[src/rtl/rv_data_pkg.sv]
/*
  Shared data-side types for the RISC-V load/store path.
  Holds the funct3 width codes, the word and byte-enable types and the
  lane-addressable data word used to place and pick sub-word values.
*/
package rv_data_pkg;

  // One data value or one byte address.
  typedef logic [31:0] word_t;

  // Number of byte lanes in a data word.
  localparam int unsigned BYTE_LANES = 4;

  // One enable bit per byte lane; bit 0 is the least significant byte.
  typedef logic [BYTE_LANES-1:0] byte_enable_t;

  // The funct3 field of a load or store instruction.
  typedef logic [2:0] width_t;

  // Load width codes.
  localparam width_t FUNCT3_LB  = 3'b000;  // Signed byte.
  localparam width_t FUNCT3_LH  = 3'b001;  // Signed halfword.
  localparam width_t FUNCT3_LW  = 3'b010;  // Full word.
  localparam width_t FUNCT3_LBU = 3'b100;  // Unsigned byte.
  localparam width_t FUNCT3_LHU = 3'b101;  // Unsigned halfword.

  // Store width codes. They share their encoding with the signed loads
  // and are told apart by the store strobe.
  localparam width_t FUNCT3_SB  = 3'b000;
  localparam width_t FUNCT3_SH  = 3'b001;
  localparam width_t FUNCT3_SW  = 3'b010;

  // A memory word seen three ways.
  // The same 32 bits can be handled as a whole word, as two halfwords
  // selected by address bit 1, or as four bytes selected by bits 1:0.
  // Element 0 of each array is the least significant lane, which matches
  // the little-endian byte order of RISC-V.
  typedef union packed {
    word_t                 word;    // Whole word view.
    logic [1:0][15:0]      halves;  // Halfword lanes.
    logic [3:0][7:0]       bytes;   // Byte lanes.
  } data_word_t;

endpackage
[src/rtl/data_mem_if.sv]
/*
  One byte-enabled word access between a master and a slave.
  Writes commit on the clock edge; read data returns in the same cycle.
*/
interface data_mem_if import rv_data_pkg::*; ();

  word_t        address;       // Byte address of the access.
  logic         read_enable;   // Read strobe.
  logic         write_enable;  // Write strobe, committed at the rising edge.
  byte_enable_t byte_enable;   // Lanes written by a store.
  word_t        write_data;    // Store value already placed on its lanes.
  word_t        read_data;     // Zero when the slave is not reading.

  // The requester drives the access and receives the read word.
  modport master (
    output address, read_enable, write_enable, byte_enable, write_data,
    input  read_data
  );

  // The target sees the access and answers with the read word.
  modport slave (
    input  address, read_enable, write_enable, byte_enable, write_data,
    output read_data
  );

endinterface

[src/rtl/data_memory_bus.sv]
/*
  Data memory bus. Decodes the byte address into the RAM region or the
  output register, forwards the strobes to that target only and returns
  its read data.
*/
module data_memory_bus import rv_data_pkg::*; #(
  parameter word_t       DATA_BEGIN   = 32'h0001_0000,  // First RAM byte.
  parameter int unsigned DATA_WORDS   = 256,            // RAM depth in words.
  parameter word_t       MMIO_ADDRESS = 32'h0002_0000   // Output register word.
) (
  data_mem_if.slave  core,
  data_mem_if.master ram,
  data_mem_if.master mmio
);

  // Last byte address that still falls inside the RAM.
  localparam word_t DATA_END = DATA_BEGIN + word_t'(4 * DATA_WORDS) - 32'd1;

  logic ram_select;   // Address lies in the RAM window.
  logic mmio_select;  // Address lies in the output register word.

  assign ram_select  = (core.address >= DATA_BEGIN) && (core.address <= DATA_END);
  assign mmio_select = (core.address[31:2] == MMIO_ADDRESS[31:2]);  // Any byte of the word.

  // The RAM gets the access only when its window is hit.
  assign ram.address      = core.address;
  assign ram.read_enable  = core.read_enable && ram_select;
  assign ram.write_enable = core.write_enable && ram_select;
  assign ram.byte_enable  = core.byte_enable;
  assign ram.write_data   = core.write_data;

  // The output register likewise.
  assign mmio.address      = core.address;
  assign mmio.read_enable  = core.read_enable && mmio_select;
  assign mmio.write_enable = core.write_enable && mmio_select;
  assign mmio.byte_enable  = core.byte_enable;
  assign mmio.write_data   = core.write_data;

  // Return the word of whichever target was hit.
  // Unmapped addresses read as zero.
  always_comb begin
    if (ram_select) begin
      core.read_data = ram.read_data;
    end else if (mmio_select) begin
      core.read_data = mmio.read_data;
    end else begin
      core.read_data = '0;
    end
  end

endmodule

[src/flat_wrapper.sv]
// flat-port wrapper written by rule: the top's interface ports become plain ports
module data_memory_bus_flat import rv_data_pkg::*;
#(
  parameter word_t       DATA_BEGIN   = 32'h0001_0000,                    
  parameter int unsigned DATA_WORDS   = 256,                                  
  parameter word_t       MMIO_ADDRESS = 32'h0002_0000                           
)
  (core_address, core_read_enable, core_write_enable, core_byte_enable, core_write_data, core_read_data, ram_address, ram_read_enable, ram_write_enable, ram_byte_enable, ram_write_data, ram_read_data, mmio_address, mmio_read_enable, mmio_write_enable, mmio_byte_enable, mmio_write_data, mmio_read_data);
  data_mem_if core_i ();
  data_mem_if ram_i ();
  data_mem_if mmio_i ();
  input wire logic [$bits(core_i.address)-1:0] core_address;
  input wire logic [$bits(core_i.read_enable)-1:0] core_read_enable;
  input wire logic [$bits(core_i.write_enable)-1:0] core_write_enable;
  input wire logic [$bits(core_i.byte_enable)-1:0] core_byte_enable;
  input wire logic [$bits(core_i.write_data)-1:0] core_write_data;
  output wire logic [$bits(core_i.read_data)-1:0] core_read_data;
  output wire logic [$bits(ram_i.address)-1:0] ram_address;
  output wire logic [$bits(ram_i.read_enable)-1:0] ram_read_enable;
  output wire logic [$bits(ram_i.write_enable)-1:0] ram_write_enable;
  output wire logic [$bits(ram_i.byte_enable)-1:0] ram_byte_enable;
  output wire logic [$bits(ram_i.write_data)-1:0] ram_write_data;
  input wire logic [$bits(ram_i.read_data)-1:0] ram_read_data;
  output wire logic [$bits(mmio_i.address)-1:0] mmio_address;
  output wire logic [$bits(mmio_i.read_enable)-1:0] mmio_read_enable;
  output wire logic [$bits(mmio_i.write_enable)-1:0] mmio_write_enable;
  output wire logic [$bits(mmio_i.byte_enable)-1:0] mmio_byte_enable;
  output wire logic [$bits(mmio_i.write_data)-1:0] mmio_write_data;
  input wire logic [$bits(mmio_i.read_data)-1:0] mmio_read_data;
  assign core_i.address = core_address;
  assign core_i.read_enable = core_read_enable;
  assign core_i.write_enable = core_write_enable;
  assign core_i.byte_enable = core_byte_enable;
  assign core_i.write_data = core_write_data;
  assign core_read_data = core_i.read_data;
  assign ram_address = ram_i.address;
  assign ram_read_enable = ram_i.read_enable;
  assign ram_write_enable = ram_i.write_enable;
  assign ram_byte_enable = ram_i.byte_enable;
  assign ram_write_data = ram_i.write_data;
  assign ram_i.read_data = ram_read_data;
  assign mmio_address = mmio_i.address;
  assign mmio_read_enable = mmio_i.read_enable;
  assign mmio_write_enable = mmio_i.write_enable;
  assign mmio_byte_enable = mmio_i.byte_enable;
  assign mmio_write_data = mmio_i.write_data;
  assign mmio_i.read_data = mmio_read_data;
  data_memory_bus #(.DATA_BEGIN(DATA_BEGIN), .DATA_WORDS(DATA_WORDS), .MMIO_ADDRESS(MMIO_ADDRESS)) u_core (.core(core_i), .ram(ram_i), .mmio(mmio_i));
endmodule
[config.mk]
export PLATFORM = sky130hd
export DESIGN_NAME = data_memory_bus_flat
export DESIGN_NICKNAME = d
export VERILOG_FILES = /design/src/rtl/rv_data_pkg.sv /design/src/rtl/data_mem_if.sv /design/src/rtl/data_memory_bus.sv /design/src/flat_wrapper.sv
export SDC_FILE = /design/constraint.sdc
export NUM_CORES = 1
export LEC_CHECK = 0
export BUFFER_PORTS_ARGS = -buffer_cell sky130_fd_sc_hd__buf_2
export CAP_MARGIN = 20
export CORE_AREA = 8 8 114 116
export DETAILED_ROUTE_END_ITERATION = 16
export DIE_AREA = 0 0 122 124
export PLACE_DENSITY = 0.61
export SLEW_MARGIN = 25
export SYNTH_ARGS = -nofsm -noshare
export SYNTH_HDL_FRONTEND = slang
export SYNTH_SLANG_ARGS = --single-unit
[constraint.sdc]
create_clock -name vclk -period 3.55
set_input_delay 0.71 -clock vclk [all_inputs]
set_output_delay 0.71 -clock vclk [all_outputs]
set_load 0.03 [all_outputs]
* Word-level counts from Yosys, hierarchy flattened
Cells that the tools add are included.
** Word-level totals
- Register bits after elaboration :: 0
- Latch bits :: 0
- RAM bits :: 0
- ROM bits :: 0
- Bits of input ports :: 134
- Output and inout port bits :: 172
- Memories kept :: 0
** Cells by class
- $add $sub $neg :: 0
- Multipliers :: 0
- Div/mod/pow operators :: 0
- Order comparisons :: 2
- Eq/ne operators :: 1
- Shifts and indexed selects :: 0
- Mux-type cells :: 2
- Bitwise gates (word level) :: 0
- Reduce and logical (&&, ||, !) cells :: 5
** Operator list (count)
- 32-bit 2-to-1 mux :: 2
- 32-bit by 17-bit greater-or-equal comparator with 1-bit output (second input constant) :: 1
- 32-bit by 17-bit less-or-equal comparator with 1-bit output (second input constant) :: 1
- 30-bit by 16-bit == test with 1-bit output (second input constant) :: 1
- 1-bit logical AND :: 5

* Depth between registers and ports, before layout
- Word-level depth :: 3
- Gate-level depth with buffers :: 5

* Worst setup path after synthesis
Ideal clock, no wire load.
- Kind :: input to output
- Start point :: input port core_address[16]
- End point :: output port core_read_data[13]
- Arrival time :: 2220 ps
- Required time :: 2840 ps
- Path slack :: 620 ps
- Stages :: 4
- Cells stage by stage :: nor4b_4 > buf_6 > nand4_1 > a211oi_1
** Between the ends
- Cells in the longest elaborated chain, start to end :: 3
- Elaborated cells between the ends (all ways) :: 6
** Ends and longest elaborated chain
- start, declared :: RTL line flat_wrapper.sv:12 : input wire logic [$bits(core_i.address)-1:0] core_address;
- 32-bit by 17-bit greater-or-equal comparator with 1-bit output, or another cell as far along :: RTL line data_memory_bus.sv:22 : assign ram_select = (core.address >= DATA_BEGIN) && (core.address <= DATA_END);
- 1-bit logical AND or 32-bit 2-to-1 mux (tied branches) :: RTL line data_memory_bus.sv:22, data_memory_bus.sv:44
- 32-bit 2-to-1 mux (*) :: RTL line data_memory_bus.sv:42 : if (ram_select) begin
- end, declared :: RTL line flat_wrapper.sv:17 : output wire logic [$bits(core_i.read_data)-1:0] core_read_data;
Mark *: on every way between the ends. The rest lies on a longest branch, timed or not.

* Final worst setup path
- Start point :: input port core_address[28]
- End point :: output port core_read_data[27]
The elaborated chain is that of the path after synthesis.

==> results <==
- The detailed-route DRC error count is 0.
- The flow ran to the end, and the final reports show no timing, DRC or antenna violations.
- Detailed placement ended at an HPWL of 6350 um.
- The die is between 100 and 150 um wide.
- The fraction of final layout cells sized beyond drive strength 1 is 0.688.
- Setup violations remaining at the end of the flow were counted as 0.
- The cell repeated most along the worst path is sky130_fd_sc_hd__buf_2.
- The summed negative setup slack over all endpoints is 0 ns.
- Sorting the synthesized cells by area gives the leading types as sky130_fd_sc_hd__buf_4 (53%), sky130_fd_sc_hd__nand4_1 (11%), sky130_fd_sc_hd__a211oi_1 (8.2%), sky130_fd_sc_hd__a211oi_2 (7.2%), sky130_fd_sc_hd__nand2_1 (6.9%).
- The initial DRC count is 33.
- Synthesis produced a netlist with a net count of 404.
- The number of max-slew violations in the final report is 0.
- The slowest stage of the critical path is the sky130_fd_sc_hd__nor4_1 cell.
- The worst setup path is captured at an output pin.
- The ratio of final minimum period to clock period is 0.809.
- The worst max-slew margin expressed relative to the limit is 0.673.
- The static power due to leakage is 0.913 nW.
- The largest incremental delay on the critical path is 0.42 ns.
- The total track usage is 0.0864.
- Detailed routing inserted a total of 1907 vias.
- At the worst endpoint, the required time is 2.84 ns.
- The mapped netlist covers 1920 um^2.
- For this design the ratio of total power to cell area is 108 nW/um^2.
- The first detailed-routing pass took 4 iterations.
- Of the total power, the share spent switching nets is 0.664.
- The kind of critical path is in -> out.
- The internal portion of the total power is 0.0709 mW.
- The total inserted antenna cells is 0.
- The number of nets in the layout is 450.
- The sequential standard cell area is 0 um^2.
- The core outline area is 11200 um^2.
- Once layout is complete, the cells apart from fillers number 457.
- Summing all multi-input logic gate instances after layout gives about 770 um^2.
- Routability-driven placement finished with a final weighted congestion of 0.759.
- Measured on the finished design, the core utilization comes to 0.175.
- The analysis attributes to net switching a power of 0.140 mW.
- The worst endpoint data arrival time is 2.16 ns.
- The number of sequential cells is 0.
- The top cell type's share of synthesized area is 0.533.
- The worst-case vdd ir drop is 0.0519 mV.
- The share of total power dissipated in combinational logic is 1.000.
- The via density per instance is 4.17.
- The time the worst path needs with I/O delays and setup is 2.87 ns.
- The number of I/O port buffers is ~190.
- The signal on the critical path passes through buf_2 > nor4_1 > nand3_2 > buf_4 > a211oi_1 > buf_2.
- Dividing the detail-routed wire length by the instance count gives between 15 and 20 um.
- The share of total power dissipated in sequential elements is 0.
- Static timing analysis puts the maximum clock frequency at 348 MHz.
- The measured slew at the worst slew-check pin is 0.491 ns.
- Gates resized during post-CTS repair numbered 0.
- The min-delay analysis places its worst path in the category in -> out.
- Once placement finished, the instance area stood at 1960 um^2.
- The distinct cell type count of the synthesized netlist is 15.
- The die covers 15100 um^2.
- The share of total power dissipated in the clock network is 0.
- In this run the worst path has a maximum fanout of 36.
- The number of global-route vias before repair is 1890.
- The startpoint type of the worst setup path is an input pin.
- The aggregate routed wire length is ~7700 um.
- The initial utilization of the core area, before any placement, comes to 0.172.
- The synthesized design spends more area on one cell type than any other, namely sky130_fd_sc_hd__buf_4.
- Setup repair after global routing left no endpoint under its margin.
- 306 I/O pins were placed.
- The first global-routing pass estimated 10600 um of wire.
- The leading cell type in the layout, fill and taps excluded is sky130_fd_sc_hd__buf_2.
- The post-synthesis cell count is 270.
- The post-route antenna net violation count is 0.
- The number of antenna violations at the first check in global routing is 1.
- Across the run, the number of max-cap violations was 0.
- After floorplanning, the core was divided into 39 placement rows.
- The sequential cell area fraction in the yosys report is 0.
- The top cell types in the final layout, fill and taps aside, are sky130_fd_sc_hd__buf_2 (192), sky130_fd_sc_hd__nand2_1 (34), sky130_fd_sc_hd__nand4_1 (34).
- The count of buffers added by post-CTS timing repair for setup is 0.
- Relative to the synthesized area, the layout overhead comes to 2.28%.
- The pin count of the biggest net entering global routing is 37.
- The layout clock buffer count is 0.
- Including well taps, the total number of placed cells is around 460.
- In this run the mean area of a mapped cell was 7.10 um^2.
- The die is 124 um tall.
- The sum of overflow across all layers after global routing is 0.
- In this run, post-CTS hold repair placed 0 buffers.
- Counting the fill cells in the layout gives 1306.
- The final hold violation count is 0.
- After routing the design area is 1960 um^2.
- During synthesis, Yosys emitted a total of 0 warnings.
==> routing by layer <==
layer,share of wire,routed length [um],GRT usage,vias up
li1,-,-,-,904
met1,0.33,2550,0.0849,833
met2,0.51,3910,0.174,144
met3,0.14,1080,0.0258,24
met4,0.017,127,0.0162,2
met5,0.0017,13,0,-
==> cells by family after synthesis <==
group / count (synthesis) / synth area share
buf+inv: 155 / 0.608
simple gates: 83 / 0.238
compound gates: 32 / 0.154
==> layout make-up <==
type / instances / share of cell area
well taps: 143 / 0.0913
multi-input cells: 115 / 0.392
repair buffers: 199 / 0.517
==> path summary, 6_finish.rpt <==
| kind | from | endpoint | slack, ns | depth (start not counted) |
|---|---|---|---|---|
| worst min-delay path | core_byte_enable[2] | mmio_byte_enable[2] | 1.42 | 0 |
| worst max-delay path | core_address[28] | core_read_data[27] | 0.68 | 6 |
==> critical path: cells and delay by family <==
family,cells,cell delay [ns]
AO/OA/AOI/OAI,1,0.27
buffers and inverters,3,0.63
AND/OR/NAND/NOR,2,0.52
==> Yosys cell counts <==
cell type / instances
sky130_fd_sc_hd__a211oi_1: 21
sky130_fd_sc_hd__a211oi_2: 11
sky130_fd_sc_hd__buf_2: 5
sky130_fd_sc_hd__buf_4: 136
sky130_fd_sc_hd__buf_6: 9
sky130_fd_sc_hd__clkbuf_1: 5
sky130_fd_sc_hd__nand2_1: 35
sky130_fd_sc_hd__nand3_1: 1
sky130_fd_sc_hd__nand4_1: 34
sky130_fd_sc_hd__nor2_1: 1
sky130_fd_sc_hd__nor2b_1: 1
sky130_fd_sc_hd__nor3_1: 4
sky130_fd_sc_hd__nor4_1: 5
sky130_fd_sc_hd__nor4_4: 1
sky130_fd_sc_hd__nor4b_4: 1
==> power groups by stage <==
stage	Clock [mW]	Combinational [mW]	Sequential, mW
4_1_cts	0	0.214	0
2_1_floorplan	0	0.319	0
3_3_place_gp	0	0.213	0
6_report	0	0.211	0
3_5_place_dp	0	0.214	0
5_1_grt	0	0.224	0
==> stage by stage <==
step | hold WS [ns] | power [mW] | setup slack [ns]
2_1_floorplan | 1.55 | 0.319 | 0.620
3_3_place_gp | 1.42 | 0.213 | 0.647
3_5_place_dp | 1.42 | 0.214 | 0.620
4_1_cts | 1.42 | 0.214 | 0.626
5_1_grt | 1.42 | 0.224 | 0.518
6_report | 1.42 | 0.211 | 0.680
Note: power is estimated with default switching activity, not from simulation.
