==> src/rtl/rv_data_pkg.sv <==
/*
  Shared data-side types for the RISC-V load/store path.
  Holds the funct3 width codes, the word and byte-enable types and the
  lane-addressable data word used to place and pick sub-word values.
*/
package rv_data_pkg;

  // One data value or one byte address.
  typedef logic [31:0] word_t;

  // Number of byte lanes in a data word.
  localparam int unsigned BYTE_LANES = 4;

  // One enable bit per byte lane; bit 0 is the least significant byte.
  typedef logic [BYTE_LANES-1:0] byte_enable_t;

  // The funct3 field of a load or store instruction.
  typedef logic [2:0] width_t;

  // Load width codes.
  localparam width_t FUNCT3_LB  = 3'b000;  // Signed byte.
  localparam width_t FUNCT3_LH  = 3'b001;  // Signed halfword.
  localparam width_t FUNCT3_LW  = 3'b010;  // Full word.
  localparam width_t FUNCT3_LBU = 3'b100;  // Unsigned byte.
  localparam width_t FUNCT3_LHU = 3'b101;  // Unsigned halfword.

  // Store width codes. They share their encoding with the signed loads
  // and are told apart by the store strobe.
  localparam width_t FUNCT3_SB  = 3'b000;
  localparam width_t FUNCT3_SH  = 3'b001;
  localparam width_t FUNCT3_SW  = 3'b010;

  // A memory word seen three ways.
  // The same 32 bits can be handled as a whole word, as two halfwords
  // selected by address bit 1, or as four bytes selected by bits 1:0.
  // Element 0 of each array is the least significant lane, which matches
  // the little-endian byte order of RISC-V.
  typedef union packed {
    word_t                 word;    // Whole word view.
    logic [1:0][15:0]      halves;  // Halfword lanes.
    logic [3:0][7:0]       bytes;   // Byte lanes.
  } data_word_t;

endpackage
==> src/rtl/data_mem_if.sv <==
/*
  One byte-enabled word access between a master and a slave.
  Writes commit on the clock edge; read data returns in the same cycle.
*/
interface data_mem_if import rv_data_pkg::*; ();

  word_t        address;       // Byte address of the access.
  logic         read_enable;   // Read strobe.
  logic         write_enable;  // Write strobe, committed at the rising edge.
  byte_enable_t byte_enable;   // Lanes written by a store.
  word_t        write_data;    // Store value already placed on its lanes.
  word_t        read_data;     // Zero when the slave is not reading.

  // The requester drives the access and receives the read word.
  modport master (
    output address, read_enable, write_enable, byte_enable, write_data,
    input  read_data
  );

  // The target sees the access and answers with the read word.
  modport slave (
    input  address, read_enable, write_enable, byte_enable, write_data,
    output read_data
  );

endinterface

==> src/rtl/mmio_port.sv <==
/*
  Memory-mapped output register with byte-enabled writes and readback.
  The stored word drives the gpio pins.
*/
module mmio_port import rv_data_pkg::*; (
  input  logic      clock,
  input  logic      reset,     // Synchronous, clears the register.
  data_mem_if.slave bus,
  output word_t     gpio_out   // Current register value.
);

  word_t output_word;  // The register itself.

  // Merge written lanes into the held value. Unwritten lanes keep theirs.
  always_ff @(posedge clock) begin
    if (reset) begin
      output_word <= '0;
    end else if (bus.write_enable) begin
      for (int lane = 0; lane < BYTE_LANES; lane++) begin
        if (bus.byte_enable[lane]) begin
          output_word[lane*8 +: 8] <= bus.write_data[lane*8 +: 8];
        end
      end
    end
  end

  assign gpio_out      = output_word;                           // Pins follow the register.
  assign bus.read_data = bus.read_enable ? output_word : '0;  // Readback of the pins.

endmodule

==> src/flat_wrapper.sv <==
// flat-port wrapper written by rule: the top's interface ports become plain ports
module mmio_port_flat import rv_data_pkg::*;
  (clock, reset, gpio_out, bus_address, bus_read_enable, bus_write_enable, bus_byte_enable, bus_write_data, bus_read_data);
  data_mem_if bus_i ();
  input  logic clock;
  input  logic reset;
  output word_t gpio_out;
  input wire logic [$bits(bus_i.address)-1:0] bus_address;
  input wire logic [$bits(bus_i.read_enable)-1:0] bus_read_enable;
  input wire logic [$bits(bus_i.write_enable)-1:0] bus_write_enable;
  input wire logic [$bits(bus_i.byte_enable)-1:0] bus_byte_enable;
  input wire logic [$bits(bus_i.write_data)-1:0] bus_write_data;
  output wire logic [$bits(bus_i.read_data)-1:0] bus_read_data;
  assign bus_i.address = bus_address;
  assign bus_i.read_enable = bus_read_enable;
  assign bus_i.write_enable = bus_write_enable;
  assign bus_i.byte_enable = bus_byte_enable;
  assign bus_i.write_data = bus_write_data;
  assign bus_read_data = bus_i.read_data;
  mmio_port u_core (.clock(clock), .reset(reset), .bus(bus_i), .gpio_out(gpio_out));
endmodule
==> config.mk <==
export PLATFORM = sky130hd
export DESIGN_NAME = mmio_port_flat
export DESIGN_NICKNAME = d
export VERILOG_FILES = /design/src/rtl/rv_data_pkg.sv /design/src/rtl/data_mem_if.sv /design/src/rtl/mmio_port.sv /design/src/flat_wrapper.sv
export SDC_FILE = /design/constraint.sdc
export NUM_CORES = 1
export LEC_CHECK = 0
export ABC_AREA = 1
export BUFFER_PORTS_ARGS = -buffer_cell sky130_fd_sc_hd__buf_2
export CORE_MARGIN = 2
export CORE_UTILIZATION = 34
export DETAILED_ROUTE_END_ITERATION = 8
export PLACE_DENSITY = 0.75
export REMOVE_ABC_BUFFERS = 1
export SETUP_SLACK_MARGIN = 0.5
export SLEW_MARGIN = 40
export SYNTH_ARGS = -nofsm -noshare
export SYNTH_HDL_FRONTEND = slang
export SYNTH_SLANG_ARGS = --single-unit
==> constraint.sdc <==
create_clock -name clock -period 0.8 [get_ports clock]
set_input_delay 0.16 -clock clock [delete_from_list [all_inputs] [get_ports clock]]
set_output_delay 0.16 -clock clock [all_outputs]
set_load 0.01 [all_outputs]
### Word-level counts from Yosys, hierarchy flattened

Cells that the tools add are included.

* flip-flop bits (word level): 32
* output and inout port bits: 64
* bits of input ports: 72

* multiplexer cells: 1
* reductions and logical operators: 4

Operators by type and width (count)
* two-way mux 32 bit: 1
* AND reduction 2 bit: 4

### Logic depth before layout (Yosys ltp)

Gate-level depths: netlist (run 1).

* depth in word-level cells: 1
* mapped depth: 5

### Worst setup path before layout (run 1)

No wires, ideal clock.

* path type: input to register
* from: in bus_byte_enable[0]
* to: reg u_core.output_word[0] (netlist: u_core.gpio_out[0])
* buffers on the path: 1
* cell stages on the path: 5
* path slack: 0.092 ns
* data required time: 0.687 ns
* arrival: 0.595 ns
* cells stage by stage: nand2_1 buf_4 nand2_1 nand2_1 nor2_1

* cells in the longest elaborated chain, start to end: 1

RTL lines
* start, declared: RTL line flat_wrapper.sv:11 `input wire logic [$bits(bus_i.byte_enable)-1:0] bus_byte_enable;`
* AND reduction 2 bit (no source line)
* end signal, assigned by index: RTL line mmio_port.sv:21 `output_word[lane*8 +: 8] <= bus.write_data[lane*8 +: 8];`
* end, declared: RTL line mmio_port.sv:12 `word_t output_word;`

No other way between the ends.
A chain may end at the register's enable or synchronous reset.

### Worst setup path in the final report (run 1)

* from: reg u_core.output_word[6] (netlist: u_core.gpio_out[6])
* to: out bus_read_data[6]

* cells in the longest elaborated chain, start to end: 1

RTL lines
* two-way mux 32 bit: RTL line mmio_port.sv:28 `assign bus.read_data = bus.read_enable ? output_word : '0;`
* end, declared: RTL line flat_wrapper.sv:13 `output wire logic [$bits(bus_i.read_data)-1:0] bus_read_data;`

No other way between the ends.

==> results of run 1 <==
==> stage by stage <==
step / std cells / hold WS, ns / setup WS [ns] / TNS, ns
2_1_floorplan: 261 / 0.295 / -0.0654 / -2.09
3_3_place_gp: 424 / 0.382 / -0.0408 / -0.675
3_5_place_dp: 424 / 0.387 / -0.0470 / -0.928
4_1_cts: 431 / 0.0904 / -0.200 / -9.52
5_1_grt: 443 / 0.0996 / -0.268 / -12.34
6_report: 443 / 0.0876 / -0.223 / -9.86
==> timing repair <==
action,in CTS,in global routing
resized for setup,51,51
cloned,0,0
setup endpoints to repair,96,96
hold buffers,0,0
setup buffers,2,12
pin swaps,0,12
==> routing by layer <==
layer  vias up  share of wire [%]  global-route usage, %
met5         -                  0                      0
met4         0                1.7                   7.55
met3         8                7.3                   4.08
met2        62                 51                   25.7
met1       755                 40                   17.1
li1        979                  -                      -
==> cell families after synthesis <==
group / count (synthesis) / share of synthesized area, %
buffers and inverters: 75 / 19.7
DFF: 32 / 40.9
and+or+nand+nor: 164 / 39.3
==> power breakdown <==
part / internal [uW] / switching [uW] / leakage [uW]
Clock: 559 / 532 / 0.0000359
Combinational: 572 / 463 / 0.00145
Sequential: 1730 / 105 / 0.000276
==> Yosys cell counts <==
| cell | number | share of area, % |
|---|---|---|
| buf_2 | 4 | 1.3 |
| buf_4 | 4 | 1.9 |
| clkbuf_4 | 2 | 0.96 |
| dfxtp_1 | 32 | 41 |
| inv_1 | 65 | 16 |
| nand2_1 | 100 | 24 |
| nor2_1 | 64 | 15 |
==> worst min-delay path by stage <==
| stage | startpoint | to | cells past startpoint |
|---|---|---|---|
| 3_3_place_gp | bus_write_data[21] | u_core.gpio_out[21]$_SDFFE_PP0P_ | 3 |
| 3_5_place_dp | bus_write_data[25] | u_core.gpio_out[25]$_SDFFE_PP0P_ | 3 |
| 6_report | bus_write_data[30] | u_core.gpio_out[30]$_SDFFE_PP0P_ | 3 |
| 2_1_floorplan | bus_write_data[0] | u_core.gpio_out[0]$_SDFFE_PP0P_ | 2 |
| 5_1_grt | bus_write_data[23] | u_core.gpio_out[23]$_SDFFE_PP0P_ | 3 |
| 4_1_cts | bus_write_data[25] | u_core.gpio_out[25]$_SDFFE_PP0P_ | 3 |
==> worst max-delay path: stages (launching register included) <==
cell and delay [ns]:
dfxtp_2 0.35, nand2_1 0.05, inv_1 0.05, buf_2 0.13
==> area by class of cell <==
| class | instances | area [sq um] |
|---|---|---|
| fill | 395 | 1670 |
| timing repair buffer | 125 | 1030 |
| sequential | 32 | 683 |
| multi-input combinational | 164 | 631 |
| inverter | 65 | 244 |
| clock buffer | 5 | 68.8 |
| tap | 52 | 65.1 |
==> results.toml, run 1 <==
[power_and_ir_drop]
max-vdd-ir-drop_mv = 0.652
leakagePower_uw = 0.00176
power_density_nw_per_um2 = 1460
total_power_uw = 3960

[detailed_routing]
via_per_inst = 4.07
drt_pass1_iterations = 4
drc_errors = 0
antenna_left = 0
vias = 1804
initialDrtViolationCount = 70
drt_wl_total_um = 4310
wl_per_cell_um = 9.73

[floorplanning]
die_h_um = 71.9
dieWidth_um = 71.9
coreArea_sq_um = 4380
start_util_pct = 35.7
io_pins = 136
rows = 24
die_area_sq_um = 5160

[global_routing]
grtUsageTotal_pct = 15.0
antenna_found_initial = 0
grt_pass1_wl_um = 6040
grt_max_degree = 33
grt_pass1_vias = 1390
grt_overflow = 0

[worst_setup_path]
reg2reg_slack_ns = -0.01
r2r-end = "u_core.gpio_out[5]$_SDFFE_PP0P_"
critPathKind = "reg -> out"
crit_fanout = 3
reg2regPathDepth = 6
crit_path_start = "u_core.gpio_out[6]$_SDFFE_PP0P_"
end_kind = "output pin"
arrival_ns = 0.86
endpoint = "bus_read_data[6]"
cp.required_ns = 0.64
critPathLaunchType = "register"
r2r_start = "u_core.gpio_out[5]$_SDFFE_PP0P_"

[timing]
min_period_ns = 1.02
max_slew.worst_pin.slew_ns = 0.143
fin_crit_sh_pct = 128
rsz0062_at_grt = "true"
finalMaxSlewViolations = 0
maxSlewHeadroom_pct = 90.5
finalHoldViolations = 0
fmax_mhz = 978
skew_ns = 0
setup_violations = 65
fin_ws_ns = -0.223

[synthesis]
yosysWarnings = 0
syn_inst = 271
synth.distinct_cells = 7
synth_area_sq_um = 1570
ys_seq_area_share_pct = 40.9
syn_area_per_cell_sq_um = 5.78
ys_ff_latch = 32

[cts]
cts-root-buf = "clkbuf_8"
cts_buffer_depth = 2
insertion_delay_ns = 0.28
cts_tree = "yes"
cts_sinks = 32
cts_inserted_buffers = 5
htree_levels = 2
clkTransAtPathRegs_ns = 0.06

[finish]
largest_reg_flops = 32
final_common_cell = "nand2_1"
final_area_sq_um = 2720
syn_to_final_growth_pct = 73.7
layout-drive-gt1-share_pct = 46.5
final_cell_mix = "94 x nand2_1, 68 x buf_2, 64 x nor2_1"
final_util_pct = 62.0
antenna_cells = 0
nets = 465

[placement]
port_buffers = 103
place_area_sq_um = 2220
gp_congestion = 0.749
hpwl_um = 2850

[run]
drv_cap = 0

[worst_hold_path]
min_path_type = "in -> reg"

[status]
violations = "negative setup slack"
status = "finished, violations left"
Note: power is estimated with default switching activity, not from simulation.
==> run 2, diff against run 1 <==
Settings changed: TNS_END_PERCENT set to 50.
Clock period 0.8 ns to 0.9 ns, I/O delays scaled along.
==> results.toml, run 2 (synthesized netlist as in run 1, its figures left out) <==
[power_and_ir_drop]
leakagePower_uw = 0.00171
pwr-share-comb_pct = 22.2
max-vdd-ir-drop_mv = 0.993
power.internal_uw = 2620
power_frac_clock_pct = 32.2
pwr-share-seq_pct = 45.6
switching_share_pct = 26.1
total_power_uw = 3540
switchingPower_uw = 924
power_density_nw_per_um2 = 1410

[status]
status = "finished, violations left"
violations = "negative setup slack"

[cts]
insertion_delay_ns = 0.26
hold_buffers = 0
cts_inserted_buffers = 5
htree_levels = 2
cts-root-buf = "clkbuf_8"
cts_buffer_depth = 2
clkTransAtPathRegs_ns = 0.06
cts_tree = "yes"
cts_sinks = 32

[floorplanning]
io_pins = 136
start_util_pct = 35.7
dieWidth_um = 71.9
die_area_sq_um = 5160
coreArea_sq_um = 4380
die_h_um = 71.9
rows = 24

[worst_setup_path]
r2r-end = "u_core.gpio_out[2]$_SDFFE_PP0P_"
end_kind = "output pin"
cp.required_ns = 0.72
r2r_start = "u_core.gpio_out[2]$_SDFFE_PP0P_"
crit_fanout = 3
reg2regPathDepth = 5
critPathKind = "reg -> out"
reg2reg_slack_ns = 0.17
critPathLaunchType = "register"
arrival_ns = 0.84

[run]
drv_cap = 0

[global_routing]
grt_pass1_vias = 1458
grt_overflow = 0
grt_pass1_wl_um = 6110
antenna_found_initial = 0
grt_max_degree = 33
grtUsageTotal_pct = 14.6

[finish]
antenna_cells = 0
layout-drive-gt1-share_pct = 42.9
syn_to_final_growth_pct = 60.8
largest_reg_flops = 32
nets = 459
final_common_cell = "nand2_1"
final_area_sq_um = 2520
final_cell_mix = "98 x nand2_1, 85 x buf_2, 64 x nor2_1"

[timing]
fin_crit_sh_pct = 113
rsz0062_at_grt = "true"
maxSlewHeadroom_pct = 90.5
max_slew.worst_pin.slew_ns = 0.143
tns_ns = -3.15
skew_ns = 0
finalHoldViolations = 0
setup_violations = 51
min_period_ns = 1.02
fin_ws_ns = -0.119
fmax_mhz = 981
finalMaxSlewViolations = 0
fin_hold_ws_ns = 0.118

[detailed_routing]
vias = 1781
via_per_inst = 4.06
initialDrtViolationCount = 48
drt_wl_total_um = 3880
drc_errors = 0
antenna_left = 0
wl_per_cell_um = 8.84
drt_pass1_iterations = 4

[placement]
hpwl_um = 2840
port_buffers = 103
pre_cts_ws_ns = 0.0170
gp_congestion = 0.725
place_area_sq_um = 2210

[worst_hold_path]
min_path_type = "in -> reg"
holdPathEnd = "u_core.gpio_out[10]$_SDFFE_PP0P_"
hp-start = "bus_write_data[10]"
min_path_cells = 3
run 2: changes by cell type in the layout (fill, tap and decap cells not counted), sizes merged:
cell	previous run	this run
buf	125	119
clkbuf	5	7
run 2: worst max-delay path by stage:
stage | start | end | slack [ns] | cells past startpoint
3_3_place_gp | bus_read_enable | bus_read_data[19] | 0.02 | 5
3_5_place_dp | bus_read_enable | bus_read_data[12] | 0.02 | 5
2_1_floorplan | reset | u_core.gpio_out[0]$_SDFFE_PP0P_ | 0.01 | 3
6_report | u_core.gpio_out[9]$_SDFFE_PP0P_ | gpio_out[9] | -0.12 | 2
5_1_grt | u_core.gpio_out[16]$_SDFFE_PP0P_ | bus_read_data[16] | -0.17 | 3
4_1_cts | u_core.gpio_out[12]$_SDFFE_PP0P_ | bus_read_data[12] | -0.11 | 3
run 2: metal layers:
layer	share of wire, %	vias to the layer above	GRT usage, %
met5	0	-	0
met4	0.36	0	3.77
met3	7.4	2	3.94
met2	50	58	26.5
met1	42	748	16.7
li1	-	973	-
run 2: power groups by stage:
| stage | logic, uW | registers (uW) | clock network, uW |
|---|---|---|---|
| floorplan | 284 | 1650 | 0 |
| global placement | 683 | 1610 | 0 |
| detailed placement | 694 | 1610 | 0 |
| CTS | 730 | 1610 | 1190 |
| global route | 884 | 1630 | 1260 |
| finish | 784 | 1610 | 1140 |
run 2: cell type report:
class                      instances  area, sq um
fill                             420         1870
timing repair buffer             119          811
sequential                        32          681
multi-input combinational        164          621
inverter                          65          244
clock buffer                       7         96.3
tap                               52         65.1
run 2: metrics by stage:
step,instances,util (%)
3_3_place_gp,425,50.4
5_1_grt,439,57.4
6_report,439,57.4
4_1_cts,434,54.6
3_5_place_dp,425,50.4
2_1_floorplan,261,-
run 2: worst max-delay path, stage by stage, from the launching register on:
cell     delay, ns
dfxtp_2       0.33
buf_4         0.13
buf_6         0.11
run 2: repair_timing:
action / in CTS / in global routing
pin swaps: 31 / 29
endpoints found under the setup margin: 96 / 96
resized for setup: 38 / 20
buffers inserted: 2 / 5
