==> config.mk <==
export PLATFORM = sky130hd
export DESIGN_NAME = load_store_unit_flat
export DESIGN_NICKNAME = d
export VERILOG_FILES = /design/src/rtl/rv_data_pkg.sv /design/src/rtl/data_mem_if.sv /design/src/rtl/load_store_unit.sv /design/src/flat_wrapper.sv
export SDC_FILE = /design/constraint.sdc
export NUM_CORES = 1
export LEC_CHECK = 0
export BUFFER_PORTS_ARGS = -buffer_cell sky130_fd_sc_hd__buf_2
export CORE_AREA = 2 2 79 81
export DETAILED_ROUTE_END_ITERATION = 8
export DIE_AREA = 0 0 81 83
export PLACE_DENSITY = 0.7
export SYNTH_ARGS = -nofsm -noshare
export SYNTH_HDL_FRONTEND = slang
export SYNTH_SLANG_ARGS = --single-unit
==> constraint.sdc <==
create_clock -name vclk -period 2.2
set_input_delay 0.33 -clock vclk [all_inputs]
set_output_delay 0.33 -clock vclk [all_outputs]
set_load 0.03 [all_outputs]
==> src/rtl/rv_data_pkg.sv <==
/*
  Shared data-side types for the RISC-V load/store path.
  Holds the funct3 width codes, the word and byte-enable types and the
  lane-addressable data word used to place and pick sub-word values.
*/
package rv_data_pkg;

  // One data value or one byte address.
  typedef logic [31:0] word_t;

  // Number of byte lanes in a data word.
  localparam int unsigned BYTE_LANES = 4;

  // One enable bit per byte lane; bit 0 is the least significant byte.
  typedef logic [BYTE_LANES-1:0] byte_enable_t;

  // The funct3 field of a load or store instruction.
  typedef logic [2:0] width_t;

  // Load width codes.
  localparam width_t FUNCT3_LB  = 3'b000;  // Signed byte.
  localparam width_t FUNCT3_LH  = 3'b001;  // Signed halfword.
  localparam width_t FUNCT3_LW  = 3'b010;  // Full word.
  localparam width_t FUNCT3_LBU = 3'b100;  // Unsigned byte.
  localparam width_t FUNCT3_LHU = 3'b101;  // Unsigned halfword.

  // Store width codes. They share their encoding with the signed loads
  // and are told apart by the store strobe.
  localparam width_t FUNCT3_SB  = 3'b000;
  localparam width_t FUNCT3_SH  = 3'b001;
  localparam width_t FUNCT3_SW  = 3'b010;

  // A memory word seen three ways.
  // The same 32 bits can be handled as a whole word, as two halfwords
  // selected by address bit 1, or as four bytes selected by bits 1:0.
  // Element 0 of each array is the least significant lane, which matches
  // the little-endian byte order of RISC-V.
  typedef union packed {
    word_t                 word;    // Whole word view.
    logic [1:0][15:0]      halves;  // Halfword lanes.
    logic [3:0][7:0]       bytes;   // Byte lanes.
  } data_word_t;

endpackage
==> src/rtl/data_mem_if.sv <==
/*
  One byte-enabled word access between a master and a slave.
  Writes commit on the clock edge; read data returns in the same cycle.
*/
interface data_mem_if import rv_data_pkg::*; ();

  word_t        address;       // Byte address of the access.
  logic         read_enable;   // Read strobe.
  logic         write_enable;  // Write strobe, committed at the rising edge.
  byte_enable_t byte_enable;   // Lanes written by a store.
  word_t        write_data;    // Store value already placed on its lanes.
  word_t        read_data;     // Zero when the slave is not reading.

  // The requester drives the access and receives the read word.
  modport master (
    output address, read_enable, write_enable, byte_enable, write_data,
    input  read_data
  );

  // The target sees the access and answers with the read word.
  modport slave (
    input  address, read_enable, write_enable, byte_enable, write_data,
    output read_data
  );

endinterface

==> src/rtl/load_store_unit.sv <==
/*
  Load-store unit. Turns a core load or store into a byte-enabled word
  access, flags misaligned halfword and word accesses, and aligns and
  extends the word that comes back from memory.
*/
module load_store_unit import rv_data_pkg::*; (
  input  width_t     width,       // funct3 of the instruction.
  input  word_t      address,     // Byte address from the ALU.
  input  logic       load,        // Load request.
  input  logic       store,       // Store request.
  input  word_t      store_data,  // Register value to store.
  output word_t      load_data,   // Aligned and extended load result.
  output logic       misaligned,  // Access does not fit its natural alignment.
  data_mem_if.master mem
);

  logic [1:0]   offset;         // Byte position inside the word.
  logic         half_access;    // Request moves a halfword.
  logic         word_access;    // Request moves a full word.
  data_word_t   store_lanes;    // Store value shifted onto its lanes.
  byte_enable_t lane_mask;      // Lanes touched by the store.
  data_word_t   fetched;        // Word returned by the bus.
  logic [7:0]   selected_byte;  // Byte picked from the fetched word.
  logic [15:0]  selected_half;  // Halfword picked from the fetched word.

  assign offset = address[1:0];

  // Size of the request. Loads and stores share the low width codes, so
  // the strobe decides which table applies.
  always_comb begin
    half_access = 1'b0;
    word_access = 1'b0;
    if (store) begin
      half_access = (width == FUNCT3_SH);
      word_access = (width == FUNCT3_SW);
    end else if (load) begin
      half_access = (width == FUNCT3_LH) || (width == FUNCT3_LHU);
      word_access = (width == FUNCT3_LW);
    end
  end

  // A halfword needs an even address and a word needs a multiple of four.
  assign misaligned = (half_access && offset[0]) || (word_access && (offset != 2'b00));

  // Place the store value on the lanes named by the low address bits.
  always_comb begin
    store_lanes.word = '0;
    lane_mask        = '0;
    case (width)
      FUNCT3_SB: begin
        store_lanes.bytes[offset] = store_data[7:0];  // One byte lane.
        lane_mask[offset]         = 1'b1;
      end
      FUNCT3_SH: begin
        store_lanes.halves[offset[1]] = store_data[15:0];  // Upper or lower half.
        lane_mask = offset[1] ? 4'b1100 : 4'b0011;
      end
      FUNCT3_SW: begin
        store_lanes.word = store_data;
        lane_mask        = 4'b1111;
      end
      default: begin
        lane_mask = '0;  // Unknown codes write nothing.
      end
    endcase
  end

  // A misaligned request never reaches the bus.
  assign mem.address      = address;
  assign mem.read_enable  = load && !misaligned;
  assign mem.write_enable = store && !misaligned;
  assign mem.byte_enable  = lane_mask;
  assign mem.write_data   = store_lanes.word;

  // Pick the addressed lane out of the returned word.
  assign fetched       = data_word_t'(mem.read_data);
  assign selected_byte = fetched.bytes[offset];
  assign selected_half = fetched.halves[offset[1]];

  // Extend the picked lane to a full register value.
  always_comb begin
    case (width)
      FUNCT3_LB:  load_data = {{24{selected_byte[7]}}, selected_byte};   // Sign-extended.
      FUNCT3_LH:  load_data = {{16{selected_half[15]}}, selected_half};
      FUNCT3_LW:  load_data = fetched.word;
      FUNCT3_LBU: load_data = {24'b0, selected_byte};                   // Zero-extended.
      FUNCT3_LHU: load_data = {16'b0, selected_half};
      default:    load_data = '0;
    endcase
  end

endmodule

==> src/flat_wrapper.sv <==
// flat-port wrapper written by rule: the top's interface ports become plain ports
module load_store_unit_flat import rv_data_pkg::*;
  (width, address, load, store, store_data, load_data, misaligned, mem_address, mem_read_enable, mem_write_enable, mem_byte_enable, mem_write_data, mem_read_data);
  data_mem_if mem_i ();
  input  width_t width;
  input  word_t address;
  input  logic load;
  input  logic store;
  input  word_t store_data;
  output word_t load_data;
  output logic misaligned;
  output wire logic [$bits(mem_i.address)-1:0] mem_address;
  output wire logic [$bits(mem_i.read_enable)-1:0] mem_read_enable;
  output wire logic [$bits(mem_i.write_enable)-1:0] mem_write_enable;
  output wire logic [$bits(mem_i.byte_enable)-1:0] mem_byte_enable;
  output wire logic [$bits(mem_i.write_data)-1:0] mem_write_data;
  input wire logic [$bits(mem_i.read_data)-1:0] mem_read_data;
  assign mem_address = mem_i.address;
  assign mem_read_enable = mem_i.read_enable;
  assign mem_write_enable = mem_i.write_enable;
  assign mem_byte_enable = mem_i.byte_enable;
  assign mem_write_data = mem_i.write_data;
  assign mem_i.read_data = mem_read_data;
  load_store_unit u_core (.width(width), .address(address), .load(load), .store(store), .store_data(store_data), .load_data(load_data), .misaligned(misaligned), .mem(mem_i));
endmodule
* Word-level counts from Yosys, hierarchy flattened
Index checks and enable logic that the tools add are counted.
** Cells by class
- $lt $le $gt $ge :: 4
- Eq/ne operators :: 4
- Mux-type cells :: 18
- Bitwise operators :: 2
- Reduce and logical (&&, ||, !) cells :: 11
** Operators by type and width (number)
- 32-bit one-hot mux with 5 select lines :: 1
- 32-bit one-hot mux with 3 select lines :: 1
- 32-bit bitwise AND :: 2
- 16-bit 2-to-1 mux :: 3
- 8-bit binary-select mux with 2-bit select :: 1
- 16-bit demux with 1-bit select :: 1
- 8-bit demux with 2-bit select :: 1
- 8-bit 2-to-1 mux :: 2
- 4-bit one-hot mux with 3 select lines :: 1
- 3-bit equality test (second input constant) :: 2
- 1-bit logical AND :: 6
- 1-bit 2-to-1 mux :: 5
- 4-bit 2-to-1 mux :: 1
- 3-bit by 1-bit equality test with 1-bit output (second input constant) :: 1
- 3-bit by 2-bit equality test with 1-bit output (second input constant) :: 1
- 3-bit logical NOT :: 1
- 2-bit by 3-bit less-than comparator with 1-bit output (second input constant) :: 1
- 1-bit demux with 2-bit select :: 1
- 2-bit by 1-bit >= comparator with 1-bit output (second input constant) :: 1
- 1-bit logical OR :: 2
- 1-bit by 2-bit less-than comparator with 1-bit output (second input constant) :: 1
- 2-bit nonzero test :: 1
- 1-bit >= comparator (second input constant) :: 1
- 1-bit logical NOT :: 1
** Word-level totals
- Register bits :: 0
- Output and inout bits :: 103

* Longest topological paths before layout
Gate-level depths: netlist of run 1.
- Word-level depth :: 8
- Depth in mapped cells :: 7
- Gate-level depth less buffers :: 4

* Worst setup path before layout of run 1
OpenSTA, ideal clock, no wires.
- Kind :: input to output
- Start :: input port width[0]
- End :: output port load_data[0]
- Arrival time :: 1703 ps
- Required time :: 1870 ps
- Setup slack :: 167 ps
- Stages on the path :: 6
- Path through :: buf_6 > nand2b_1 > buf_2 > nor3b_1 > a311oi_1 > o21ai_0
** Between the ends
- Cells in the longest elaborated chain, start to end :: 2
- Elaborated cells between the ends (all ways) :: 6
- Those cells by class :: eq/ne: 4; mux: 1; reduce/logical: 1
** Ends and longest elaborated chain
- from (decl) :: line flat_wrapper.sv:5 : input width_t width;
- 3-bit equality test, or another cell as far along :: line load_store_unit.sv:82 : case (width)
- 32-bit one-hot mux with 5 select lines (*) :: line load_store_unit.sv:82
- to (decl) :: line flat_wrapper.sv:10 : output word_t load_data;
Every way passes the cells marked *; elsewhere a longest branch is shown, timed or not.

* Worst setup path in the final report of run 1
- Start :: input port address[0]
- End :: output port mem_write_data[30]
** Between the ends
- Cells in the longest elaborated chain, start to end :: 6
- Elaborated cells between the ends (all ways) :: 7
- Those cells by class :: order compare: 2; mux: 3; bitwise: 1; reduce/logical: 1
** Ends and longest elaborated chain
- from (decl) :: line flat_wrapper.sv:6 : input word_t address;
- 2-bit by 3-bit less-than comparator with 1-bit output (not written as such) / 2-bit by 1-bit >= comparator with 1-bit output (equally long branches) :: line load_store_unit.sv:51 : store_lanes.bytes[offset] = store_data[7:0];
- 1-bit logical AND (not written as such) :: line load_store_unit.sv:51
- 8-bit 2-to-1 mux (not written as such) :: line load_store_unit.sv:51
- 8-bit demux with 2-bit select (*)
- 32-bit bitwise AND (no source line) (*)
- 32-bit one-hot mux with 3 select lines (*) :: line load_store_unit.sv:49 : case (width)
- to (decl) :: line flat_wrapper.sv:16 : output wire logic [$bits(mem_i.write_data)-1:0] mem_write_data;
Marks and branches as above.

==> results of run 1 <==
[cell usage after synthesis (all sizes together) (4+ instances only)]
cell    instances  area share
a222oi          8       0.052
a22o           17       0.097
a311oi          4       0.023
and3           12       0.049
buf            49        0.23
inv            12       0.029
mux2i           8       0.052
nand2          23       0.056
nand2b          6       0.024
nand3          21       0.068
nor2           15       0.040
nor3            4       0.024
nor3b           4       0.019
o211ai         14       0.068
o21ai           6       0.019
[kinds of logic after synthesis]
logic type	Yosys count	share of synthesized area
AND/OR/NAND/NOR	94	0.3209
AO/OA/AOI/OAI	65	0.3363
buffers and inverters	64	0.2664
multiplexers	11	0.07636
[worst paths after layout]
path / start / to / slack, ps
hold / removal: address[4] / mem_address[4] / 660
setup / recovery: address[0] / mem_write_data[30] / 110
[layer usage]
metal | part of all wire | track usage | up-vias | wire (um)
li1 | - | - | 1060 | -
met1 | 0.37 | 0.2098 | 1026 | 2607
met2 | 0.54 | 0.3884 | 117 | 3807
met3 | 0.073 | 0.01304 | 22 | 520
met4 | 0.025 | 0.05393 | 0 | 175
met5 | 0 | 0 | - | 0
[cell type report]
cell class                 instances  area share
inverter                          12     0.02119
multi-input combinational        170      0.5338
tap                               75     0.04414
timing repair buffer             161      0.4008
[timing repair]
action,CTS,global route
setup buffers,0,0
resized for setup,1,2
endpoints found under the setup margin,3,2
[metrics by stage]
step / std cells / worst slack [ps]
floorplan: 234 / 167.0
global placement: 418 / 33.67
detailed placement: 418 / -28.89
CTS: 418 / 87.50
global route: 418 / 16.75
finish: 418 / 113.5
[layout by cell type, fill, tap and decap left out, drive strengths merged, types with 6 or more instances in the layout]
cell,instances
o211ai,14
o21ai,6
nand3,21
nand2b,6
inv,12
and3,12
buf,161
nand2,23
nor2,15
a22o,17
mux2i,8
a222oi,8
[power by group]
group          total (mW)  leakage, nW  internal [mW]  switching (mW)
Clock                   0            0              0               0
Combinational       0.583         1.28          0.203           0.380
Sequential              0            0              0               0
==> summary.txt, run 1 <==
Outcome = completed
Number of antenna cells inserted = 0
Crit share post-route = 0.9484
Area growth from synthesis to final layout = 38.02%
Final global-route overflow total = 0
First-pass GRT wire length = 10540 um
Layout sequential cell count = 0
Cells after synthesis = 234
Syn avg cell area = 6.582 um^2
Max frequency = 0.4793 GHz
Critical Path Stages = 6
Fin Setup TNS = 0 ps
Leak Pwr = 1.276 nW
Min Hold Slack = 660.0 ps
Total area of multi-input combinational cells = 1135 um^2
Maximum vdd drop = 0.09539 mV
Residual DRC count = 0
Placement Cell Area = 2117 um^2
Vias post-DR = 2225
Endpoints failing hold = 0
Initial drt markers = 127
CP Cell Sequence = buf_2 > or3b_4 > nor2_2 > a222oi_1 > inv_1 > buf_2
Std-Cell Core Area = 5816 um^2
Number of antenna violations at the first check in global routing = 0
Post-Syn Nets = 335
Number of clock-tree buffers in the layout = 0
Number of filler instances in the final layout = 644
Post-route cell area = 2126 um^2
Sequential cell area in the final layout = 0 um^2
Final count of negative-setup-slack endpoints = 0
Critical path class = primary input to output pin
Routed WL per cell = 17.01 um
Height of the die = 83 um
Largest net degree at the start of global routing = 21
Maximum fanout along the worst path = 10
Endpoint kind of the worst setup timing path = output pin
I/O pin total = 204
RSZ-0062 raised after global routing = no
Die Area = 6723 um^2
Critical path's top delay family = simple AND/OR/NAND/NOR gates
Layout net count = 446
Max cap viols = 0
Final Total Pwr = 582.8 uW
Most frequent CP cell = sky130_fd_sc_hd__buf_2
End-of-flow core utilization = 0.3655
Hold Path Cell Cnt = 0
Vias in the first global route = 2104
Number of port buffers = 144
Number of hold-repair buffers added at the cts stage = 0
Proportion of synthesized chip area in sequential cells = 0
Global Route Usage Sum = 0.1945
Hpwl dp = 5749 um
Via count normalized by instance count = 5.323
Final RePlAce weighted congestion = 0.8431
Max-slew violation total from the final report = 0
Critical Path Start Type = primary input
Rows = 28
Remaining antenna violation count after routing = 0
Headroom to the max-slew limit = 0.6340
Delay of the slowest cell on the worst path = 420 ps
Post-layout min period = 2087 ps
Pwr/cell area = 274.2 nW/um^2
Synthesized area = 1540 um^2
Combined buffer and inverter count along the critical path = 3
Pin slew with the least headroom to its limit = 549.0 ps
Starting Density = 0.2648
Data arrival time of the critical path = 1760 ps
First-pass DRT Iterations = 4
Total of warnings raised by yosys = 0
Final wirelength = 7110 um
Yosys cell types = 41
Required arrival time at the worst endpoint = 1870 ps
Width of the die = 81 um
Cell with the largest stage delay on the worst path = sky130_fd_sc_hd__or3b_4
Share of final-layout standard cells stronger than drive strength 1 = 0.5044
Hold Crit Class = primary input to output pin
No activity file was read; power rests on OpenSTA's default activity.
==> run 2: changes to the inputs <==
--- a/config.mk
+++ b/config.mk
@@ -5,11 +5,12 @@
 export SDC_FILE = /design/constraint.sdc
 export NUM_CORES = 1
 export LEC_CHECK = 0
+export ABC_AREA = 1
 export BUFFER_PORTS_ARGS = -buffer_cell sky130_fd_sc_hd__buf_2
-export CORE_AREA = 2 2 79 81
+export CORE_AREA = 2 2 78 80
 export DETAILED_ROUTE_END_ITERATION = 8
-export DIE_AREA = 0 0 81 83
-export PLACE_DENSITY = 0.7
+export DIE_AREA = 0 0 80 82
+export PLACE_DENSITY = 0.79
 export SYNTH_ARGS = -nofsm -noshare
 export SYNTH_HDL_FRONTEND = slang
 export SYNTH_SLANG_ARGS = --single-unit
==> summary.txt, run 2 <==
Remaining antenna violation count after routing = 0 (unchanged)
Via count normalized by instance count = 5.039 (was 5.323)
Maximum fanout along the worst path = 25 (was 10)
Height of the die = 82 um (was 83 um)
Library cell occupying the most area in the post-synthesis netlist = sky130_fd_sc_hd__nand2_1 (was sky130_fd_sc_hd__buf_4)
Clock network fraction of total power = 0 (about the same)
Hpwl dp = 5908 um (was 5749 um)
Endpoint kind of the worst setup timing path = output pin (unchanged)
Die Area = 6560 um^2 (was 6723 um^2)
Outcome = completed (unchanged)
Layout sequential cell count = 0 (unchanged)
Starting Density = 0.3441 (was 0.2648)
Syn avg cell area = 4.696 um^2 (was 6.582 um^2)
Total of warnings raised by yosys = 0 (unchanged)
Cells after synthesis = 421 (was 234)
Part of the total power dissipated in combinational logic = 1.000 (about the same)
Main area contributors after synthesis = sky130_fd_sc_hd__nand2_1 (30%), sky130_fd_sc_hd__nand3_1 (26%), sky130_fd_sc_hd__buf_4 (14%), sky130_fd_sc_hd__nor2_1 (7.8%), sky130_fd_sc_hd__inv_1 (6.6%) (was sky130_fd_sc_hd__buf_4 (16%), sky130_fd_sc_hd__a22o_1 (9.7%), sky130_fd_sc_hd__nand3_1 (6.8%), sky130_fd_sc_hd__o211ai_1 (6.8%), sky130_fd_sc_hd__nand2_1 (5.6%))
Min Hold Slack = 660.0 ps (unchanged)
Number of antenna violations at the first check in global routing = 0 (unchanged)
Area growth from synthesis to final layout = 25.63% (was 38.02%)
Final global-route overflow total = 0 (unchanged)
CP Cell Sequence = buf_2 > buf_12 > nand2_1 > nor2_2 > nand2_1 > nand3_1 > buf_2 (was buf_2 > or3b_4 > nor2_2 > a222oi_1 > inv_1 > buf_2)
Number of clock-tree buffers in the layout = 0 (unchanged)
Combined buffer and inverter count along the critical path = 3 (unchanged)
Critical path class = primary input to output pin (unchanged)
Leak Pwr = 1.705 nW (was 1.276 nW)
Required arrival time at the worst endpoint = 1870 ps (about the same)
Endpoints failing hold = 0 (unchanged)
Pin slew with the least headroom to its limit = 658.1 ps (was 549.0 ps)
First-pass GRT wire length = 11410 um (was 10540 um)
Critical path's top delay family = simple AND/OR/NAND/NOR gates (unchanged)
Critical Path Start Type = primary input (unchanged)
Delay of the slowest cell on the worst path = 390 ps (was 420 ps)
Vias in the first global route = 2531 (was 2104)
Cell with the largest stage delay on the worst path = sky130_fd_sc_hd__nor2_2 (was sky130_fd_sc_hd__or3b_4)
Proportion of netlist area held by the largest area contributor = 0.3000 (was 0.1560)
Leading cell types in the layout, fill and taps excluded = sky130_fd_sc_hd__nand2_1 (158), sky130_fd_sc_hd__buf_2 (144), sky130_fd_sc_hd__nand3_1 (101), sky130_fd_sc_hd__nor2_1 (41), sky130_fd_sc_hd__inv_1 (35) (was sky130_fd_sc_hd__buf_2 (144), sky130_fd_sc_hd__nand2_1 (23), sky130_fd_sc_hd__nand3_1 (21), sky130_fd_sc_hd__a22o_1 (17), sky130_fd_sc_hd__buf_4 (16))
Headroom to the max-slew limit = 0.5567 (was 0.6340)
Residual DRC count = 0 (unchanged)
Global Route Usage Sum = 0.2104 (was 0.1945)
Final count of negative-setup-slack endpoints = 0 (unchanged)
Sequential cell area in the final layout = 0 um^2 (unchanged)
Max-slew violation total from the final report = 0 (unchanged)
Final RePlAce weighted congestion = 0.8556 (was 0.8431)
First-pass DRT Iterations = 5 (was 4)
Largest net degree at the start of global routing = 35 (was 21)
Most frequent cells after synthesis = sky130_fd_sc_hd__nand2_1 (158), sky130_fd_sc_hd__nand3_1 (101), sky130_fd_sc_hd__nor2_1 (41), sky130_fd_sc_hd__buf_4 (38), sky130_fd_sc_hd__inv_1 (35) (was sky130_fd_sc_hd__buf_4 (32), sky130_fd_sc_hd__nand2_1 (23), sky130_fd_sc_hd__nand3_1 (21), sky130_fd_sc_hd__a22o_1 (17), sky130_fd_sc_hd__o211ai_1 (14))
Synthesized area = 1977 um^2 (was 1540 um^2)
Sequential fraction of design power = 0 (about the same)
Switching portion of total power = 0.6980 (was 0.6525)
Most frequent cell after synthesis = sky130_fd_sc_hd__nand2_1 (was sky130_fd_sc_hd__buf_4)
Crit share post-route = 0.9190 (was 0.9484)
Post-layout min period = 2022 ps (was 2087 ps)
Post-Syn Nets = 522 (was 335)
Max frequency = 0.4946 GHz (was 0.4793 GHz)
Std-Cell Core Area = 5746 um^2 (was 5816 um^2)
Most common library cell in the layout ignoring fill and taps = sky130_fd_sc_hd__nand2_1 (was sky130_fd_sc_hd__buf_2)
Layout net count = 622 (was 446)
Net switching power = 427.1 uW (was 380.3 uW)
Yosys cell types = 17 (was 41)
# Post-CTS Setup Buffers = 0 (unchanged)
Proportion of synthesized chip area in sequential cells = 0 (unchanged)
Final setup margin = 178.2 ps (was 113.5 ps)
Width of the die = 80 um (was 81 um)
Data arrival time of the critical path = 1690 ps (was 1760 ps)
Number of antenna cells inserted = 0 (unchanged)
Final Total Pwr = 611.9 uW (was 582.8 uW)
Worst setup slack before clock tree synthesis = 154.9 ps (was -28.89 ps)
I/O pin total = 204 (unchanged)
Max cap viols = 0 (unchanged)
Initial drt markers = 181 (was 127)
RSZ-0062 raised after global routing = no (unchanged)
Number of port buffers = 144 (unchanged)
Hold Crit Class = primary input to output pin (unchanged)
Internal power component = 184.8 uW (was 202.5 uW)
Vias post-DR = 2993 (was 2225)
Maximum vdd drop = 0.1326 mV (was 0.09539 mV)
Share of final-layout standard cells stronger than drive strength 1 = 0.3276 (was 0.5044)
Pwr/cell area = 246.4 nW/um^2 (was 274.2 nW/um^2)
End-of-flow core utilization = 0.4323 (was 0.3655)
Rows = 28 (unchanged)
Final wirelength = 7570 um (was 7110 um)
Fin Setup TNS = 0 ps (unchanged)
Routed WL per cell = 12.74 um (was 17.01 um)
==> run 2: cell types whose count changed in the layout (fill, tap and decap cells not counted), sizes merged, moves of 14 or more <==
cell	delta
o211ai	-14
nand2	+138
nor2	+33
inv	+27
nand3	+80
a22o	-17
==> run 2: layout make-up <==
type	instances	area, um^2
Inverter	39	148.9
Fill cell	647	3262
Multi-Input combinational cell	326	1433
Timing Repair Buffer	154	808.3
Tap cell	75	93.84
==> run 2: layer usage <==
metal	global-route usage	share of wire	vias to the layer above
met1	0.2541	0.39	1313
met3	0.01209	0.092	14
li1	-	-	1485
met4	0.03729	0.015	0
met5	0	0	-
met2	0.4108	0.50	181
==> run 2: power groups by stage <==
stage	clock network (mW)	registers, mW	logic (mW)
after CTS	0	0	0.610
after global placement	0	0	0.600
final	0	0	0.612
after detailed placement	0	0	0.608
after global routing	0	0	0.666
after floorplan	0	0	0.500
==> run 2: stage by stage <==
stage          cell area [um^2]  cells
3_3_place_gp               2479    594
4_1_cts                    2479    594
6_report                   2484    594
3_5_place_dp               2479    594
5_1_grt                    2484    594
2_1_floorplan              1977    421
==> run 2: logic make-up after synthesis <==
family | Yosys count | synth area share
AO/OA/AOI/OAI | 14 | 0.03544
AND/OR/NAND/NOR | 312 | 0.6867
buffers and inverters | 95 | 0.2778
==> run 2: path summary, 6_finish.rpt <==
path | start | endpoint | slack [ps] | cells past startpoint
setup / recovery | address[1] | mem_write_data[26] | 180 | 7
hold / removal | address[26] | mem_address[26] | 660 | 0
==> run 2: repair_timing <==
action / CTS / global route
gates resized for setup: 0 / 1
hold buffers: 0 / 0
setup endpoints to repair: 0 / 3
==> run 3: changes to the inputs <==
--- a/config.mk
+++ b/config.mk
@@ -7,10 +7,12 @@
 export LEC_CHECK = 0
 export ABC_AREA = 1
 export BUFFER_PORTS_ARGS = -buffer_cell sky130_fd_sc_hd__buf_2
-export CORE_AREA = 2 2 78 80
+export CAP_MARGIN = 20
+export CORE_AREA = 3 3 77 79
 export DETAILED_ROUTE_END_ITERATION = 8
 export DIE_AREA = 0 0 80 82
-export PLACE_DENSITY = 0.79
+export PLACE_DENSITY = 0.83
+export REMOVE_ABC_BUFFERS = 1
 export SYNTH_ARGS = -nofsm -noshare
 export SYNTH_HDL_FRONTEND = slang
 export SYNTH_SLANG_ARGS = --single-unit
==> summary.txt, run 3 (same netlist as run 2, synthesis figures left out) <==
Outcome = completed (unchanged)
Layout net count = 624 (was 622)
Leak Pwr = 1.706 nW (was 1.705 nW)
Number of hold-repair buffers added at the cts stage = 0 (unchanged)
Pin slew with the least headroom to its limit = 446.7 ps (was 658.1 ps)
Number of antenna cells inserted = 0 (unchanged)
Maximum fanout along the worst path = 16 (was 25)
Final wirelength = 8446 um (was 7570 um)
Share of final-layout standard cells stronger than drive strength 1 = 0.3301 (was 0.3276)
I/O pin total = 204 (unchanged)
Critical Path Start Type = primary input (unchanged)
Combined buffer and inverter count along the critical path = 3 (unchanged)
Headroom to the max-slew limit = 0.7012 (was 0.5567)
Height of the die = 82 um (unchanged)
Number of filler instances in the final layout = 588 (was 647)
Final global-route overflow total = 0 (unchanged)
Number of port buffers = 144 (unchanged)
Endpoint kind of the worst setup timing path = output pin (unchanged)
First-pass GRT wire length = 12270 um (was 11410 um)
Largest net degree at the start of global routing = 36 (was 35)
Rows = 27 (was 28)
Most frequent CP cell = sky130_fd_sc_hd__nand2_1
Fin Setup TNS = 0 ps (unchanged)
Pwr/cell area = 246.1 nW/um^2 (was 246.4 nW/um^2)
Worst setup slack before clock tree synthesis = 194.7 ps (was 154.9 ps)
RSZ-0062 raised after global routing = no (unchanged)
Critical path class = primary input to output pin (unchanged)
Max cap viols = 0 (unchanged)
Via count normalized by instance count = 5.165 (was 5.039)
CP Capture Point = load_data[27] (was mem_write_data[26])
Remaining antenna violation count after routing = 0 (unchanged)
Hpwl dp = 6662 um (was 5908 um)
CP Cell Sequence = buf_2 > inv_2 > nand2_1 > nand2_1 > nor2_4 > nor2_1 > nand2_1 > buf_2 (was buf_2 > buf_12 > nand2_1 > nor2_2 > nand2_1 > nand3_1 > buf_2)
Area growth from synthesis to final layout = 25.95% (was 25.63%)
Vias in the first global route = 2600 (was 2531)
Std-Cell Core Area = 5405 um^2 (was 5746 um^2)
Required arrival time at the worst endpoint = 1870 ps (about the same)
Die Area = 6560 um^2 (unchanged)
Leading cell types in the layout, fill and taps excluded = sky130_fd_sc_hd__nand2_1 (158), sky130_fd_sc_hd__buf_2 (144), sky130_fd_sc_hd__nand3_1 (101), sky130_fd_sc_hd__nor2_1 (41), sky130_fd_sc_hd__inv_1 (35) (unchanged)
Most common library cell in the layout ignoring fill and taps = sky130_fd_sc_hd__nand2_1 (unchanged)
Width of the die = 80 um (unchanged)
Final RePlAce weighted congestion = 0.7957 (was 0.8556)
Endpoints failing hold = 0 (unchanged)
# Post-CTS Setup Buffers = 0 (unchanged)
Delay of the slowest cell on the worst path = 340 ps (was 390 ps)
Global Route Usage Sum = 0.2333 (was 0.2104)
Cell with the largest stage delay on the worst path = sky130_fd_sc_hd__nor2_4 (was sky130_fd_sc_hd__nor2_2)
End-of-flow core utilization = 0.4606 (was 0.4323)
Vias post-DR = 3063 (was 2993)
Max frequency = 0.4962 GHz (was 0.4946 GHz)
CTS-repair resized insts = 0 (unchanged)
Critical path's top delay family = simple AND/OR/NAND/NOR gates (unchanged)
Final setup margin = 184.7 ps (was 178.2 ps)
Critical Path Stages = 8 (was 7)
Number of clock-tree buffers in the layout = 0 (unchanged)
Max-slew violation total from the final report = 0 (unchanged)
Crit share post-route = 0.9160 (was 0.9190)
Critical path origin = address[1] (unchanged)
Routed WL per cell = 14.24 um (was 12.74 um)
Min Hold Slack = 660.1 ps (was 660.0 ps)
Starting Density = 0.3657 (was 0.3441)
Data arrival time of the critical path = 1690 ps (about the same)
Residual DRC count = 0 (unchanged)
Initial drt markers = 169 (was 181)
First-pass DRT Iterations = 5 (unchanged)
Post-layout min period = 2015 ps (was 2022 ps)
Maximum vdd drop = 0.09582 mV (was 0.1326 mV)
Number of antenna violations at the first check in global routing = 0 (unchanged)
Layout sequential cell count = 0 (unchanged)
Hold Crit Class = primary input to output pin (unchanged)
Sequential cell area in the final layout = 0 um^2 (unchanged)
Final count of negative-setup-slack endpoints = 0 (unchanged)
run 3: per-layer routing:
metal,share of wire,GRT usage,up-vias,wire length (um)
met5,0.0045,0.05000,-,38
met1,0.41,0.2828,1325,3426
met3,0.14,0.08553,14,1179
li1,-,-,1491,-
met2,0.44,0.3974,231,3716
met4,0.010,0.03378,2,85
run 3: per-stage QoR:
| stage | instances | power [mW] | area, um^2 |
|---|---|---|---|
| after floorplan | 365 | 0.3562 | 1577 |
| after global placement | 593 | 0.6031 | 2490 |
| after detailed placement | 593 | 0.6102 | 2490 |
| after CTS | 593 | 0.6123 | 2490 |
| after global routing | 593 | 0.6637 | 2490 |
| final | 593 | 0.6128 | 2490 |
run 3: how the worst min path moves through the flow:
stage | start | endpoint | slack (ps) | depth (start not counted)
after CTS | address[17] | mem_address[17] | 660 | 0
final | address[17] | mem_address[17] | 660 | 0
after global routing | address[17] | mem_address[17] | 660 | 0
after detailed placement | address[17] | mem_address[17] | 660 | 0
after global placement | address[17] | mem_address[17] | 660 | 0
after floorplan | address[0] | mem_address[0] | 660 | 0
run 3: cell type report:
class	instances	area, um^2	area share
multi-input cells	326	1428	0.5734
well taps	72	90.09	0.03618
repair buffers	156	823.3	0.3307
inverters	39	148.9	0.05980
run 3: power by group:
group          switching, mW  total [mW]  internal, mW
sequential                 0           0             0
combinational          0.427       0.613         0.186
clock                      0           0             0
